[config.mk]
export PLATFORM = sky130hd
export DESIGN_NAME = decode_stage
export DESIGN_NICKNAME = d
export VERILOG_FILES = /design/src/design/decode_pkg.sv /design/src/design/decode_cfg_regs.sv /design/src/design/decode_stage.sv /design/src/design/decoder.sv /design/src/design/i_decoder.sv /design/src/design/m_decoder.sv
export SDC_FILE = /design/constraint.sdc
export NUM_CORES = 1
export LEC_CHECK = 0
export BUFFER_PORTS_ARGS = -buffer_cell sky130_fd_sc_hd__buf_4
export CELL_PAD_IN_SITES_DETAIL_PLACEMENT = 0
export CELL_PAD_IN_SITES_GLOBAL_PLACEMENT = 1
export CORE_ASPECT_RATIO = 0.8
export CORE_MARGIN = 5
export CORE_UTILIZATION = 40
export CTS_BUF_LIST = sky130_fd_sc_hd__clkbuf_4 sky130_fd_sc_hd__clkbuf_8 sky130_fd_sc_hd__clkbuf_16
export CTS_CLUSTER_DIAMETER = 50
export CTS_CLUSTER_SIZE = 30
export DETAILED_ROUTE_END_ITERATION = 16
export PLACE_DENSITY = 0.8
export SYNTH_ARGS = -nofsm -noshare
export SYNTH_HDL_FRONTEND = slang
export SYNTH_SLANG_ARGS = --single-unit
[constraint.sdc]
create_clock -name clk -period 3 [get_ports clk]
set_input_delay 0.6 -clock clk [delete_from_list [all_inputs] [get_ports clk]]
set_output_delay 0.6 -clock clk [all_outputs]
set_load 0.01 [all_outputs]
[src/design/decode_pkg.sv]
package decode_pkg;

  ////////////////////////////////////////
  // Major opcodes
  ////////////////////////////////////////

  localparam logic [6:0] OPC_LOAD   = 7'h03;
  localparam logic [6:0] OPC_STORE  = 7'h23;
  localparam logic [6:0] OPC_OP     = 7'h33;
  localparam logic [6:0] OPC_OPIMM  = 7'h13;
  localparam logic [6:0] OPC_BRANCH = 7'h63;
  localparam logic [6:0] OPC_JAL    = 7'h6f;
  localparam logic [6:0] OPC_JALR   = 7'h67;
  localparam logic [6:0] OPC_LUI    = 7'h37;
  localparam logic [6:0] OPC_AUIPC  = 7'h17;
  localparam logic [6:0] OPC_SYSTEM = 7'h73;
  localparam logic [6:0] OPC_FENCE  = 7'h0f;

  // ALU ops, compare ops share the same field
  typedef enum logic [3:0] {
    ALU_ADD  = 4'h0, ALU_SUB  = 4'h1, ALU_SLL = 4'h2, ALU_SLT = 4'h3,
    ALU_SLTU = 4'h4, ALU_XOR  = 4'h5, ALU_SRL = 4'h6, ALU_SRA = 4'h7,
    ALU_OR   = 4'h8, ALU_AND  = 4'h9, ALU_EQ  = 4'ha, ALU_NE  = 4'hb,
    ALU_LT   = 4'hc, ALU_GE   = 4'hd, ALU_LTU = 4'he, ALU_GEU = 4'hf
  } alu_opcode_e;

  typedef enum logic [1:0] {MUL_MUL, MUL_MULH, MUL_MULHSU, MUL_MULHU} mul_opcode_e;   // funct3[1:0]
  typedef enum logic [1:0] {DIV_DIV, DIV_DIVU, DIV_REM, DIV_REMU} div_opcode_e;       // funct3[1:0]
  typedef enum logic [1:0] {CSR_OP_READ, CSR_OP_WRITE, CSR_OP_SET, CSR_OP_CLEAR} csr_opcode_e;
  typedef enum logic [1:0] {LSU_BYTE, LSU_HALF, LSU_WORD} lsu_size_e;                 // 2'b11 unused

  // Control set shared by I and M decoders and the combining decoder
  typedef struct packed {
    logic        alu_en;
    alu_opcode_e alu_operator;
    logic        mul_en;
    mul_opcode_e mul_operator;
    logic        div_en;
    div_opcode_e div_operator;
    logic        lsu_en;
    logic        lsu_we;
    lsu_size_e   lsu_size;
    logic        lsu_sext;
    logic        rf_we;       // rd written
    logic [1:0]  rf_re;       // Bit 0 rs1, bit 1 rs2
    logic        csr_en;
    csr_opcode_e csr_op;
    logic        sys_en;      // Any system group op
    logic        sys_ecall;
    logic        sys_ebrk;
    logic        sys_mret;
    logic        sys_wfi;
    logic        sys_fence;
    logic        illegal_insn;
  } decoder_ctrl_t;

  // All enables low, all operators at their zero encoding
  localparam decoder_ctrl_t DECODER_CTRL_NONE = '{
    alu_operator: ALU_ADD, mul_operator: MUL_MUL, div_operator: DIV_DIV,
    lsu_size: LSU_BYTE, csr_op: CSR_OP_READ, default: '0
  };

  // No match from a decoder
  localparam decoder_ctrl_t DECODER_CTRL_ILLEGAL = '{
    alu_operator: ALU_ADD, mul_operator: MUL_MUL, div_operator: DIV_DIV,
    lsu_size: LSU_BYTE, csr_op: CSR_OP_READ, illegal_insn: 1'b1, default: '0
  };

  ////////////////////////////////////////
  // Config block register map
  ////////////////////////////////////////

  localparam logic [1:0] REG_CFG      = 2'd0;   // rv32e / m_en
  localparam logic [1:0] REG_ILL_CNT  = 2'd1;   // Saturating illegal count, write clears
  localparam logic [1:0] REG_ILL_LAST = 2'd2;   // Last illegal word, read only

  localparam int unsigned CFG_RV32E_BIT = 0;
  localparam int unsigned CFG_M_EN_BIT  = 1;
  localparam logic [1:0]  CFG_RESET     = 2'b10;   // RV32I with M
  localparam int unsigned ILL_CNT_WIDTH = 16;

endpackage

[src/design/decode_cfg_regs.sv]
`timescale 1ns/10ps

module decode_cfg_regs import decode_pkg::*; (
  input  logic        clk,
  input  logic        reset_i,
  input  logic        wb_cyc_i,
  input  logic        wb_stb_i,
  input  logic        wb_we_i,
  input  logic [1:0]  wb_adr_i,       // Word address
  input  logic [31:0] wb_dat_i,
  output logic [31:0] wb_dat_o,
  output logic        wb_ack_o,
  input  logic        ill_evt_i,      // Illegal word accepted this edge
  input  logic [31:0] ill_word_i,
  output logic        rv32e_o,
  output logic        m_en_o
);

  logic                     wb_req;      // New access, not yet acked
  logic                     wb_wr;
  logic                     cnt_clr;
  logic                     cnt_sat;     // Counter at all ones
  logic [1:0]               cfg_q;
  logic [ILL_CNT_WIDTH-1:0] ill_cnt_q;
  logic [31:0]              ill_last_q;
  logic [31:0]              rdata;

  assign wb_req  = wb_cyc_i && wb_stb_i && !wb_ack_o;
  assign wb_wr   = wb_req && wb_we_i;
  assign cnt_clr = wb_wr && (wb_adr_i == REG_ILL_CNT);
  assign cnt_sat = &ill_cnt_q;

  ////////////////////////////////////////
  // Wishbone handshake
  ////////////////////////////////////////

  // Single cycle ack, so every access is two cycles
  always_ff @(posedge clk) begin
    if (reset_i) begin
      wb_ack_o <= 1'b0;
    end else begin
      wb_ack_o <= wb_req;
    end
  end

  // Read data lands on the ack edge
  always_ff @(posedge clk) begin
    if (wb_req && !wb_we_i) begin
      wb_dat_o <= rdata;
    end
  end

  always_comb begin
    case (wb_adr_i)
      REG_CFG:      rdata = {30'd0, cfg_q};
      REG_ILL_CNT:  rdata = {{(32 - ILL_CNT_WIDTH){1'b0}}, ill_cnt_q};
      REG_ILL_LAST: rdata = ill_last_q;
      default:      rdata = 32'd0;                           // Address 3 unused
    endcase
  end

  ////////////////////////////////////////
  // Registers
  ////////////////////////////////////////

  always_ff @(posedge clk) begin
    if (reset_i) begin
      cfg_q <= CFG_RESET;
    end else if (wb_wr && (wb_adr_i == REG_CFG)) begin
      cfg_q <= wb_dat_i[1:0];
    end
  end

  // Clear wins, but an event on the same edge still counts
  always_ff @(posedge clk) begin
    if (reset_i) begin
      ill_cnt_q <= '0;
    end else if (cnt_clr) begin
      ill_cnt_q <= {{(ILL_CNT_WIDTH - 1){1'b0}}, ill_evt_i};
    end else if (ill_evt_i && !cnt_sat) begin
      ill_cnt_q <= ill_cnt_q + 1'b1;
    end
  end

  always_ff @(posedge clk) begin
    if (reset_i) begin
      ill_last_q <= 32'd0;
    end else if (ill_evt_i) begin
      ill_last_q <= ill_word_i;                              // Keep most recent offender
    end
  end

  assign rv32e_o = cfg_q[CFG_RV32E_BIT];
  assign m_en_o  = cfg_q[CFG_M_EN_BIT];

endmodule

[src/design/decode_stage.sv]
`timescale 1ns/10ps

module decode_stage import decode_pkg::*; (
  input  logic        clk,
  input  logic        reset_i,
  input  logic        instr_valid_i,
  input  logic [31:0] instr_rdata_i,
  input  logic        fetch_err_i,
  input  logic        stall_i,          // Back-pressure from EX
  output logic        dec_valid_o,
  output logic        illegal_insn_o,
  output logic        alu_en_o,
  output alu_opcode_e alu_operator_o,
  output logic        mul_en_o,
  output mul_opcode_e mul_operator_o,
  output logic        div_en_o,
  output div_opcode_e div_operator_o,
  output logic        lsu_en_o,
  output logic        lsu_we_o,
  output lsu_size_e   lsu_size_o,
  output logic        lsu_sext_o,
  output logic        rf_we_o,
  output logic [1:0]  rf_re_o,
  output logic        csr_en_o,
  output csr_opcode_e csr_op_o,
  output logic        sys_ecall_o,
  output logic        sys_ebrk_o,
  output logic        sys_mret_o,
  output logic        sys_wfi_o,
  output logic        sys_fence_o,
  input  logic        wb_cyc_i,
  input  logic        wb_stb_i,
  input  logic        wb_we_i,
  input  logic [1:0]  wb_adr_i,
  input  logic [31:0] wb_dat_i,
  output logic [31:0] wb_dat_o,
  output logic        wb_ack_o
);

  logic          accept;      // Instruction taken this edge
  logic          ill_evt;
  logic          rv32e;
  logic          m_en;
  decoder_ctrl_t dec_d;       // Combinational decode
  decoder_ctrl_t dec_q;       // ID/EX register

  assign accept  = instr_valid_i && !stall_i;
  assign ill_evt = accept && dec_d.illegal_insn;   // Fetch errors never reach here as illegal

  decoder u_decoder (
    .instr_rdata_i  (instr_rdata_i),
    .fetch_err_i    (fetch_err_i),
    .rv32e_i        (rv32e),
    .m_en_i         (m_en),
    .illegal_insn_o (dec_d.illegal_insn),
    .alu_en_o       (dec_d.alu_en),
    .alu_operator_o (dec_d.alu_operator),
    .mul_en_o       (dec_d.mul_en),
    .mul_operator_o (dec_d.mul_operator),
    .div_en_o       (dec_d.div_en),
    .div_operator_o (dec_d.div_operator),
    .lsu_en_o       (dec_d.lsu_en),
    .lsu_we_o       (dec_d.lsu_we),
    .lsu_size_o     (dec_d.lsu_size),
    .lsu_sext_o     (dec_d.lsu_sext),
    .rf_we_o        (dec_d.rf_we),
    .rf_re_o        (dec_d.rf_re),
    .csr_en_o       (dec_d.csr_en),
    .csr_op_o       (dec_d.csr_op),
    .sys_ecall_o    (dec_d.sys_ecall),
    .sys_ebrk_o     (dec_d.sys_ebrk),
    .sys_mret_o     (dec_d.sys_mret),
    .sys_wfi_o      (dec_d.sys_wfi),
    .sys_fence_o    (dec_d.sys_fence)
  );

  // Group bit rebuilt from the individual flags
  assign dec_d.sys_en = dec_d.sys_ecall | dec_d.sys_ebrk | dec_d.sys_mret |
                        dec_d.sys_wfi | dec_d.sys_fence;

  decode_cfg_regs u_cfg_regs (
    .clk        (clk),
    .reset_i    (reset_i),
    .wb_cyc_i   (wb_cyc_i),
    .wb_stb_i   (wb_stb_i),
    .wb_we_i    (wb_we_i),
    .wb_adr_i   (wb_adr_i),
    .wb_dat_i   (wb_dat_i),
    .wb_dat_o   (wb_dat_o),
    .wb_ack_o   (wb_ack_o),
    .ill_evt_i  (ill_evt),
    .ill_word_i (instr_rdata_i),
    .rv32e_o    (rv32e),
    .m_en_o     (m_en)
  );

  ////////////////////////////////////////
  // ID/EX register
  ////////////////////////////////////////

  // Load on accept, bubble when idle, hold while stalled
  always_ff @(posedge clk) begin
    if (reset_i) begin
      dec_valid_o <= 1'b0;
      dec_q       <= DECODER_CTRL_NONE;
    end else if (accept) begin
      dec_valid_o <= 1'b1;
      dec_q       <= dec_d;
    end else if (!stall_i) begin
      dec_valid_o <= 1'b0;
      dec_q       <= DECODER_CTRL_NONE;
    end
  end

  assign illegal_insn_o = dec_q.illegal_insn;
  assign alu_en_o       = dec_q.alu_en;
  assign alu_operator_o = dec_q.alu_operator;
  assign mul_en_o       = dec_q.mul_en;
  assign mul_operator_o = dec_q.mul_operator;
  assign div_en_o       = dec_q.div_en;
  assign div_operator_o = dec_q.div_operator;
  assign lsu_en_o       = dec_q.lsu_en;
  assign lsu_we_o       = dec_q.lsu_we;
  assign lsu_size_o     = dec_q.lsu_size;
  assign lsu_sext_o     = dec_q.lsu_sext;
  assign rf_we_o        = dec_q.rf_we;
  assign rf_re_o        = dec_q.rf_re;
  assign csr_en_o       = dec_q.csr_en;
  assign csr_op_o       = dec_q.csr_op;
  assign sys_ecall_o    = dec_q.sys_ecall;
  assign sys_ebrk_o     = dec_q.sys_ebrk;
  assign sys_mret_o     = dec_q.sys_mret;
  assign sys_wfi_o      = dec_q.sys_wfi;
  assign sys_fence_o    = dec_q.sys_fence;

endmodule

[src/design/decoder.sv]
`timescale 1ns/10ps

module decoder import decode_pkg::*; (
  input  logic [31:0] instr_rdata_i,
  input  logic        fetch_err_i,      // Fetch failed on this word
  input  logic        rv32e_i,          // 16 GPR mode
  input  logic        m_en_i,
  output logic        illegal_insn_o,
  output logic        alu_en_o,
  output alu_opcode_e alu_operator_o,
  output logic        mul_en_o,
  output mul_opcode_e mul_operator_o,
  output logic        div_en_o,
  output div_opcode_e div_operator_o,
  output logic        lsu_en_o,
  output logic        lsu_we_o,
  output lsu_size_e   lsu_size_o,
  output logic        lsu_sext_o,
  output logic        rf_we_o,
  output logic [1:0]  rf_re_o,
  output logic        csr_en_o,
  output csr_opcode_e csr_op_o,
  output logic        sys_ecall_o,
  output logic        sys_ebrk_o,
  output logic        sys_mret_o,
  output logic        sys_wfi_o,
  output logic        sys_fence_o
);

  decoder_ctrl_t i_ctrl;      // RV32I candidate
  decoder_ctrl_t m_ctrl;      // RV32M candidate
  decoder_ctrl_t i_chk;       // After the RV32E check
  decoder_ctrl_t m_chk;
  decoder_ctrl_t sel;
  logic          rd_hi;       // x16 and up in rd
  logic          rs1_hi;
  logic          rs2_hi;
  logic          i_e_bad;     // Used field out of range under RV32E
  logic          m_e_bad;

  assign rd_hi  = instr_rdata_i[11];
  assign rs1_hi = instr_rdata_i[19];
  assign rs2_hi = instr_rdata_i[24];

  i_decoder u_i_decoder (
    .instr_rdata_i  (instr_rdata_i),
    .decoder_ctrl_o (i_ctrl)
  );

  m_decoder u_m_decoder (
    .instr_rdata_i  (instr_rdata_i),
    .m_en_i         (m_en_i),
    .decoder_ctrl_o (m_ctrl)
  );

  ////////////////////////////////////////
  // RV32E register check
  ////////////////////////////////////////

  // Only fields the format reads or writes count
  assign i_e_bad = rv32e_i && ((i_ctrl.rf_we && rd_hi) ||
                               (i_ctrl.rf_re[0] && rs1_hi) ||
                               (i_ctrl.rf_re[1] && rs2_hi));
  assign m_e_bad = rv32e_i && ((m_ctrl.rf_we && rd_hi) ||
                               (m_ctrl.rf_re[0] && rs1_hi) ||
                               (m_ctrl.rf_re[1] && rs2_hi));

  assign i_chk = i_e_bad ? DECODER_CTRL_ILLEGAL : i_ctrl;
  assign m_chk = m_e_bad ? DECODER_CTRL_ILLEGAL : m_ctrl;

  // M wins when legal; an illegal I result is already the illegal set
  always_comb begin
    if (fetch_err_i) begin
      sel = DECODER_CTRL_NONE;           // Illegal and all enables deasserted
    end else if (!m_chk.illegal_insn) begin
      sel = m_chk;
    end else begin
      sel = i_chk;
    end
  end

  assign illegal_insn_o = sel.illegal_insn;
  assign alu_en_o       = sel.alu_en;
  assign alu_operator_o = sel.alu_operator;
  assign mul_en_o       = sel.mul_en;
  assign mul_operator_o = sel.mul_operator;
  assign div_en_o       = sel.div_en;
  assign div_operator_o = sel.div_operator;
  assign lsu_en_o       = sel.lsu_en;
  assign lsu_we_o       = sel.lsu_we;
  assign lsu_size_o     = sel.lsu_size;
  assign lsu_sext_o     = sel.lsu_sext;
  assign rf_we_o        = sel.rf_we;
  assign rf_re_o        = sel.rf_re;
  assign csr_en_o       = sel.csr_en;
  assign csr_op_o       = sel.csr_op;
  assign sys_ecall_o    = sel.sys_ecall;
  assign sys_ebrk_o     = sel.sys_ebrk;
  assign sys_mret_o     = sel.sys_mret;
  assign sys_wfi_o      = sel.sys_wfi;
  assign sys_fence_o    = sel.sys_fence;

endmodule

[src/design/i_decoder.sv]
`timescale 1ns/10ps

module i_decoder import decode_pkg::*; (
  input  logic [31:0]   instr_rdata_i,    // Raw instruction word
  output decoder_ctrl_t decoder_ctrl_o    // RV32I candidate
);

  logic [6:0]    opcode;
  logic [2:0]    funct3;
  logic [6:0]    funct7;
  logic          f7_zero;     // Plain encoding
  logic          f7_alt;      // SUB / SRA encoding
  logic          rs1_zero;
  logic          illegal;
  decoder_ctrl_t ctrl;

  assign opcode   = instr_rdata_i[6:0];
  assign funct3   = instr_rdata_i[14:12];
  assign funct7   = instr_rdata_i[31:25];
  assign f7_zero  = (funct7 == 7'b0000000);
  assign f7_alt   = (funct7 == 7'b0100000);
  assign rs1_zero = (instr_rdata_i[19:15] == 5'd0);

  always_comb begin
    ctrl    = DECODER_CTRL_NONE;
    illegal = 1'b0;
    case (opcode)
      OPC_LUI, OPC_AUIPC, OPC_JAL: begin   // U/J formats, rd only
        ctrl.alu_en = 1'b1;
        ctrl.rf_we  = 1'b1;
      end
      OPC_JALR: begin
        ctrl.alu_en   = 1'b1;             // Link address
        ctrl.rf_we    = 1'b1;
        ctrl.rf_re[0] = 1'b1;
        illegal       = (funct3 != 3'b000);
      end
      OPC_BRANCH: begin
        ctrl.alu_en = 1'b1;
        ctrl.rf_re  = 2'b11;
        case (funct3)
          3'b000:  ctrl.alu_operator = ALU_EQ;
          3'b001:  ctrl.alu_operator = ALU_NE;
          3'b100:  ctrl.alu_operator = ALU_LT;
          3'b101:  ctrl.alu_operator = ALU_GE;
          3'b110:  ctrl.alu_operator = ALU_LTU;
          3'b111:  ctrl.alu_operator = ALU_GEU;
          default: illegal = 1'b1;
        endcase
      end
      OPC_LOAD: begin
        ctrl.lsu_en   = 1'b1;
        ctrl.rf_we    = 1'b1;
        ctrl.rf_re[0] = 1'b1;
        ctrl.lsu_size = lsu_size_e'(funct3[1:0]);
        ctrl.lsu_sext = ~funct3[2];       // LBU / LHU zero extend
        illegal       = (funct3[1:0] == 2'b11) || (funct3 == 3'b110);
      end
      OPC_STORE: begin
        ctrl.lsu_en   = 1'b1;
        ctrl.lsu_we   = 1'b1;
        ctrl.rf_re    = 2'b11;
        ctrl.lsu_size = lsu_size_e'(funct3[1:0]);
        illegal       = funct3[2] || (funct3[1:0] == 2'b11);
      end
      OPC_OP, OPC_OPIMM: begin
        ctrl.alu_en = 1'b1;
        ctrl.rf_we  = 1'b1;
        ctrl.rf_re  = (opcode == OPC_OP) ? 2'b11 : 2'b01;
        case (funct3)
          3'b000:  ctrl.alu_operator = (opcode == OPC_OP && f7_alt) ? ALU_SUB : ALU_ADD;
          3'b001:  ctrl.alu_operator = ALU_SLL;
          3'b010:  ctrl.alu_operator = ALU_SLT;
          3'b011:  ctrl.alu_operator = ALU_SLTU;
          3'b100:  ctrl.alu_operator = ALU_XOR;
          3'b101:  ctrl.alu_operator = f7_alt ? ALU_SRA : ALU_SRL;
          3'b110:  ctrl.alu_operator = ALU_OR;
          default: ctrl.alu_operator = ALU_AND;
        endcase
        // Reserved funct7 bits; funct7 of 1 belongs to the M decoder
        if (opcode == OPC_OP) begin
          illegal = !(f7_zero || (f7_alt && (funct3 == 3'b000 || funct3 == 3'b101)));
        end else if (funct3 == 3'b001) begin
          illegal = !f7_zero;
        end else if (funct3 == 3'b101) begin
          illegal = !(f7_zero || f7_alt);
        end
      end
      OPC_FENCE: begin
        ctrl.sys_en    = 1'b1;
        ctrl.sys_fence = 1'b1;
        illegal        = (funct3 != 3'b000);   // No FENCE.I here
      end
      OPC_SYSTEM: begin
        if (funct3 == 3'b000) begin
          ctrl.sys_en = 1'b1;
          case (instr_rdata_i)             // Full word, rd and rs1 must be zero
            32'h0000_0073: ctrl.sys_ecall = 1'b1;
            32'h0010_0073: ctrl.sys_ebrk  = 1'b1;
            32'h3020_0073: ctrl.sys_mret  = 1'b1;
            32'h1050_0073: ctrl.sys_wfi   = 1'b1;
            default:       illegal        = 1'b1;
          endcase
        end else begin
          ctrl.csr_en   = 1'b1;
          ctrl.rf_we    = 1'b1;
          ctrl.rf_re[0] = ~funct3[2];     // Immediate forms take uimm instead of rs1
          case (funct3[1:0])
            2'b01:   ctrl.csr_op = CSR_OP_WRITE;
            2'b10:   ctrl.csr_op = rs1_zero ? CSR_OP_READ : CSR_OP_SET;
            2'b11:   ctrl.csr_op = rs1_zero ? CSR_OP_READ : CSR_OP_CLEAR;
            default: illegal = 1'b1;       // funct3 100
          endcase
        end
      end
      default: illegal = 1'b1;
    endcase
  end

  assign decoder_ctrl_o = illegal ? DECODER_CTRL_ILLEGAL : ctrl;

endmodule

[src/design/m_decoder.sv]
`timescale 1ns/10ps

module m_decoder import decode_pkg::*; (
  input  logic [31:0]   instr_rdata_i,    // Raw instruction word
  input  logic          m_en_i,           // M extension enabled in config
  output decoder_ctrl_t decoder_ctrl_o    // RV32M candidate
);

  logic          match;     // OP with funct7 = 1
  decoder_ctrl_t ctrl;

  assign match = m_en_i &&
                 (instr_rdata_i[6:0] == OPC_OP) &&
                 (instr_rdata_i[31:25] == 7'b0000001);

  always_comb begin
    ctrl = DECODER_CTRL_ILLEGAL;
    if (match) begin
      ctrl       = DECODER_CTRL_NONE;
      ctrl.rf_re = 2'b11;                 // Both operands from regfile
      ctrl.rf_we = 1'b1;
      // funct3[2] splits multiply and divide
      if (instr_rdata_i[14]) begin
        ctrl.div_en       = 1'b1;
        ctrl.div_operator = div_opcode_e'(instr_rdata_i[13:12]);
      end else begin
        ctrl.mul_en       = 1'b1;
        ctrl.mul_operator = mul_opcode_e'(instr_rdata_i[13:12]);
      end
    end
  end

  assign decoder_ctrl_o = ctrl;

endmodule

==> metrics.yaml, run 1 <==
run_status:
  status: "finished clean"
setup_path:
  critPathBufInv: 3
  path_class: "in -> reg"
  worst_path_max_delay_cell: "a2111oi_4"
  slowest_delay_ns: 0.44
  crit_path_max_fanout: 18
  cp_top_family: "compound AO/OA/AOI/OAI gates"
  critPathRequiredTime_ns: 3.29
  arrival_ns: 3.08
  start_kind: "primary input"
  cp_common_cell: "buf_4"
  crit_cells: 11
  crit_chain: "buf_4 > o31ai_1 > a2111oi_1 > a311oi_1 > o21ai_1 > a2111oi_4 > buf_4 > buf_4 > nor3_4 > nand4_1 > mux2i_1"
  end_kind: "flip-flop"
  r2r_cells: 7
clock_tree:
  insertion_delay_ns: 0.36
  cts_root_buf: "clkbuf_16"
  cts.clk_slew.worst_paths_ns: 0.07
  cts_htree_levels: 3
  clkSinkCount: 112
  cts_tree: "yes"
  hold_buffers: 0
  clockBufferDepth: 2
  cts_made_buffers: 9
power_and_ir_drop:
  p_clk_frac: 0.370
  p_int_mw: 2.29
  power_density_mw_per_mm2: 461
  power_switching_mw: 0.741
  swShare: 0.244
  finalPower_mw: 3.03
  combPwrFrac: 0.104
  power_frac_seq: 0.526
  p_leak_nw: 2.57
  vdd_drop_max_v: 0.000279
grt:
  grtUsageTotal: 0.188
  grt_pass1_vias: 4196
  grt_pass1_wl_um: 22500
  grt_max_degree: 37
  grt_overflow: 0
  antenna_found_initial: 0
floorplan:
  fp.dieH_um: 111
  ios: 136
  core_area_mm2: 0.0127
  start_util: 0.403
  die-area_mm2: 0.0151
  rows: 37
  die_w_um: 136
route:
  wl_per_cell_um: 17.4
  drc: 0
  routed_wl_um: 14200
  num_vias: 4380
  drtIter0Drc: 366
  drt-vias-per-instance: 5.38
  postRouteAntennaNets: 0
  dr.pass1.iters: 5
cells_and_area:
  areaGrowthSynthToFinish_pct: 28.7
  diodes: 0
  regArea_mm2: 0.00256
  num-fill-cells: 1186
  nets: 709
  drive_above_1_share: 0.269
  fin_area_mm2: 0.00658
  fin_cells: 814
  multi_input_area_mm2: 0.00238
hold_path:
  hp-class: "reg -> reg"
  whs_path_depth: 2
placement:
  place.gp.congestion: 0.846
  hpwl_um: 10300
  place_area_mm2: 0.00625
  portBuffers: 105
  dpl.cell_count: 795
synthesis:
  synth_edf_count: 32
  syn_area_mm2: 0.00511
  async_flop_share: 0
  yosys.area.top_type_share: 0.313
  yosysTopAreaCell: "dfxtp_1"
  ys_seq_area_frac: 0.501
  synth.area.top_cells: "dfxtp_1 (31%), edfxtp_1 (19%), mux2i_1 (7.2%)"
  synth.net_count: 586
  synthFlopType: "dfxtp_1"
  yosysWarnings: 0
  synth_cells: 511
  ys_types: 64
  synth-seq-cells: 112
  syn_avg_cell_area_um2: 10.0
sta:
  relSlewSlack: 0.496
  slew_viol_final: 0
  worst_slew_pin_slew_ns: 0.752
  fin_skew_ns: 0.00739
  period_share: 0.929
  setup_violations: 0
  fin_crit_ns: 2.79
  rsz0062_at_grt: "false"
  hold_viol: 0
  fmax_mhz: 359
run:
  cap_violations: 0
sequential cells by signal (all words and copies together), names as in the netlist, 4 cells and up:
register / cells
u_cfg_regs.wb_dat_o: 32
alu_operator_o: 4
u_cfg_regs.ill_last_q: 32
u_cfg_regs.ill_cnt_q: 16
power groups by stage:
stage | clock (mW) | sequential [mW] | combinational (mW)
floorplan | 0 | 1.63 | 0.147
global placement | 0 | 1.63 | 0.301
detailed placement | 0 | 1.63 | 0.306
CTS | 1.16 | 1.60 | 0.307
global route | 1.21 | 1.60 | 0.343
finish | 1.12 | 1.60 | 0.315
repair_timing:
action,in CTS,in global routing
gates resized for setup,0,1
setup endpoints to repair,0,33
setup buffers,0,2
synthesized netlist by cell type (4+ instances only):
cell type  count
buf_6          4
nor3_1        10
nor2_1        77
o21ai_1        4
o31ai_1       11
o21ai_0        8
a21oi_1       26
a31oi_1        4
a31o_1         4
nand3_1        9
nand2_1       33
buf_2          5
edfxtp_1      32
and3_1        10
inv_1          4
nand2b_1       4
a22oi_1        8
a22o_1        23
nand4_1       10
nor4_1         4
dfxtp_1       80
clkbuf_1      18
and2_1        18
mux2i_1       37
nor2b_1        6
or4_1          7
metal layers:
metal  track usage  wire length [um]  vias to the layer above  part of all wire
met3        0.0472               959                       15             0.068
met2         0.273              6190                      136              0.44
met4        0.0524               204                        0             0.014
met5             0                 0                        -                 0
met1         0.275              6800                     2089              0.48
li1              -                 -                     2140                 -
layout make-up:
cell class                 count  share of cell area
inverter                       5             0.00285
tap                          175              0.0333
timing repair buffer         143               0.171
sequential                   112               0.390
clock buffer                  10              0.0354
multi-input combinational    363               0.362
clock inverter                 6             0.00628
through the flow:
stage	util	worst slack (ns)	hold slack [ns]	TNS, ns
after floorplan	-	0.290	0.452	0
after global placement	0.493	-0.196	0.449	-6.44
after detailed placement	0.493	-0.250	0.455	-8.80
after CTS	0.514	0.0991	0.458	0
after global routing	0.519	0.0957	0.461	0
final	0.519	0.214	0.459	0
worst paths after layout:
check	slack [ns]	startpoint	end
worst max-delay path	0.21	instr_rdata_i[12]	u_cfg_regs.ill_cnt_q[9]$_SDFFE_PP0P_
worst max register to register	0.53	u_cfg_regs.ill_cnt_q[0]$_SDFFE_PP0P_	u_cfg_regs.ill_cnt_q[13]$_SDFFE_PP0P_
worst min-delay path	0.46	sys_mret_o$_SDFFE_PP0P_	sys_mret_o$_SDFFE_PP0P_
worst min register to register	0.46	sys_mret_o$_SDFFE_PP0P_	sys_mret_o$_SDFFE_PP0P_
cells in the final DEF (no fill, tap or decap), types with 3 or more instances in the layout:
master     instances
dfxtp_1           80
nor3_1            10
edfxtp_1          32
o31ai_1           11
inv_1              4
nand2_1           33
mux2i_1           37
a31o_1             4
nor2_1            76
a32oi_1            3
and3_1            10
and2_1            18
clkinv_2           3
nand4_1           10
o21ai_0            8
a22o_1            23
buf_12             4
a22oi_1            8
o21ai_1            4
or4_1              7
clkbuf_16          9
a31oi_1            4
nand2b_1           4
nand3_1            9
buf_4            139
nor2b_1            6
nor4_1             4
a221oi_1           3
a21oi_1           26
logic make-up after synthesis:
group,count (synthesis),share of synthesized area
AND/OR/NAND/NOR,211,0.226
flip-flops,112,0.501
AO/OA/AOI/OAI,111,0.159
buffers and inverters,37,0.0357
multiplexers,37,0.0725
XOR/XNOR,2,0.00343
adder cells (fa/ha/maj),1,0.00245
worst register-to-register path, cell delays in order (launching register included):
cell	delay, ns
dfxtp_1	0.36
ha_1	0.26
and3_1	0.23
nor2b_1	0.18
and3_1	0.25
or4b_1	0.55
or4_1	0.42
a21oi_1	0.15
No activity file was read; power rests on OpenSTA's default activity.
==> inputs of run 2 (changes only) <==
--- a/config.mk
+++ b/config.mk
@@ -15,7 +15,7 @@
 export CTS_CLUSTER_DIAMETER = 50
 export CTS_CLUSTER_SIZE = 30
 export DETAILED_ROUTE_END_ITERATION = 16
-export PLACE_DENSITY = 0.8
+export PLACE_DENSITY_LB_ADDON = 0.2
 export SYNTH_ARGS = -nofsm -noshare
 export SYNTH_HDL_FRONTEND = slang
 export SYNTH_SLANG_ARGS = --single-unit
==> metrics.yaml, run 2 (synthesized netlist as in run 1, its figures left out) <==
grt:
  grt_overflow: 0  # unchanged
  grtUsageTotal: 0.187  # -0.000815
  grt_pass1_wl_um: 22500  # about the same
  grt_max_degree: 40  # +8.1%
  antenna_found_initial: 0  # unchanged
  grt_pass1_vias: 4295  # +2.4%
setup_path:
  crit_path_max_fanout: 36  # +18
  arrival_ns: 2.95  # -0.13 ns
  end_kind: "flip-flop"
  start_kind: "primary input"
  critPathRequiredTime_ns: 3.23  # -0.06 ns
  path_class: "in -> reg"
clock_tree:
  cts_root_buf: "clkbuf_16"
  cts.clk_slew.worst_paths_ns: 0.07  # about the same
  cts_resized: 0  # unchanged
  clkSinkCount: 112  # unchanged
  clockBufferDepth: 2  # unchanged
  post-cts-setup-buffer-count: 0  # unchanged
  cts_made_buffers: 9  # unchanged
  hold_buffers: 0  # unchanged
  cts_htree_levels: 3  # unchanged
  cts_tree: "yes"
  insertion_delay_ns: 0.35  # about the same
cells_and_area:
  fin_area_mm2: 0.00653  # -0.80%
  drive_above_1_share: 0.262  # -0.00734
  largest_registers: "u_cfg_regs.ill_last_q (32), u_cfg_regs.wb_dat_o (32), u_cfg_regs.ill_cnt_q (16)"
  fin_cells: 809  # -0.61%
  nets: 704  # -0.71%
  num-fill-cells: 1209  # +1.9%
  final_cell_mix: "buf_4 (137), dfxtp_1 (80), nor2_1 (76)"
  diodes: 0  # unchanged
  areaGrowthSynthToFinish_pct: 27.7
  final_common_cell: "buf_4"
floorplan:
  die-area_mm2: 0.0151  # unchanged
  fp.dieH_um: 111  # unchanged
  rows: 37  # unchanged
  ios: 136  # unchanged
  core_area_mm2: 0.0127  # unchanged
  die_w_um: 136  # unchanged
  start_util: 0.403  # unchanged
run_status:
  status: "finished clean"
route:
  drc: 0  # unchanged
  num_vias: 4408  # +0.64%
  postRouteAntennaNets: 0  # unchanged
  drtIter0Drc: 244  # -33%
  drt-vias-per-instance: 5.45  # +1.3%
  wl_per_cell_um: 17.1  # -1.4%
  routed_wl_um: 13900  # -2.0%
  dr.pass1.iters: 5  # unchanged
placement:
  place_area_mm2: 0.00624  # -0.24%
  hpwl_um: 10200  # -0.65%
  place.gp.congestion: 0.857  # +1.2%
  place_ws_ns: -0.0820  # +0.168 ns
  portBuffers: 105  # unchanged
  dpl.cell_count: 793  # -0.25%
sta:
  relSlewSlack: 0.477  # -0.0191
  finalWorstSetupSlack_ns: 0.278  # +0.0640 ns
  period_share: 0.907  # -0.0213
  worst_slew_pin_slew_ns: 0.784  # +0.0321 ns
  hold_viol: 0  # unchanged
  rsz0062_at_grt: "false"
  fin_skew_ns: 0.00535  # -0.00204 ns
  slew_viol_final: 0  # unchanged
  tns_ns: 0  # unchanged
  fin_crit_ns: 2.72  # -0.0640 ns
  setup_violations: 0  # unchanged
  fmax_mhz: 367  # +2.4%
power_and_ir_drop:
  finalPower_mw: 3.05  # +0.67%
  vdd_drop_max_v: 0.000275  # -1.2%
  p_leak_nw: 2.54  # -1.2%
  power_density_mw_per_mm2: 468  # +1.5%
run:
  cap_violations: 0  # unchanged
hold_path:
  hp-class: "reg -> reg"
## run 2: changes by cell type in the layout (fill, tap and decap cells not counted), sizes merged
cell / delta
inv: +1
clkbuf: -1
nor2: -1
buf: -4
## run 2: layout make-up
| type | instances | area [um^2] | area share |
|---|---|---|---|
| clock inverter | 7 | 63.8 | 0.00978 |
| inverter | 5 | 18.8 | 0.00288 |
| timing repair buffer | 139 | 1070 | 0.164 |
| tap | 175 | 219 | 0.0336 |
| sequential | 112 | 2560 | 0.393 |
| multi-input combinational | 362 | 2370 | 0.363 |
| clock buffer | 9 | 225 | 0.0345 |
## run 2: report_power, final
part           total (mW)  switching [mW]  internal [mW]
clock network        1.15           0.573          0.580
registers            1.59          0.0141           1.58
logic               0.306           0.176          0.130
total                3.05           0.764           2.29
## run 2: critical path, stage by stage
cell       delay [ns]
buf_4            0.17
or3b_1           0.38
a21oi_1          0.25
a32oi_1          0.09
o21ai_1          0.23
a2111oi_4        0.12
buf_12           0.16
nor2_8           0.60
mux2i_1          0.28
nor2_1           0.06
## run 2: path summary, 6_finish.rpt
path	cells after the start	start	to	slack, ns
max	10	instr_rdata_i[6]	u_cfg_regs.ill_last_q[10]$_SDFFE_PP0P_	0.28
min	2	alu_operator_o[0]$_SDFFE_PP0P_	alu_operator_o[0]$_SDFFE_PP0P_	0.47
max reg2reg	7	u_cfg_regs.ill_cnt_q[0]$_SDFFE_PP0P_	u_cfg_regs.ill_cnt_q[13]$_SDFFE_PP0P_	0.54
min reg2reg	2	alu_operator_o[0]$_SDFFE_PP0P_	alu_operator_o[0]$_SDFFE_PP0P_	0.47
## run 2: stage by stage
step                       util  hold slack (ns)
after floorplan               -            0.452
after global placement    0.492            0.449
after detailed placement  0.492            0.458
after CTS                 0.514            0.468
after global routing      0.514            0.482
final                     0.514            0.466
## run 2: routing by layer
| layer | vias up | part of all wire | track usage |
|---|---|---|---|
| met5 | - | 0 | 0 |
| met4 | 0 | 0.012 | 0.0450 |
| met3 | 14 | 0.073 | 0.0431 |
| met2 | 154 | 0.43 | 0.274 |
| met1 | 2108 | 0.48 | 0.278 |
| li1 | 2132 | - | - |
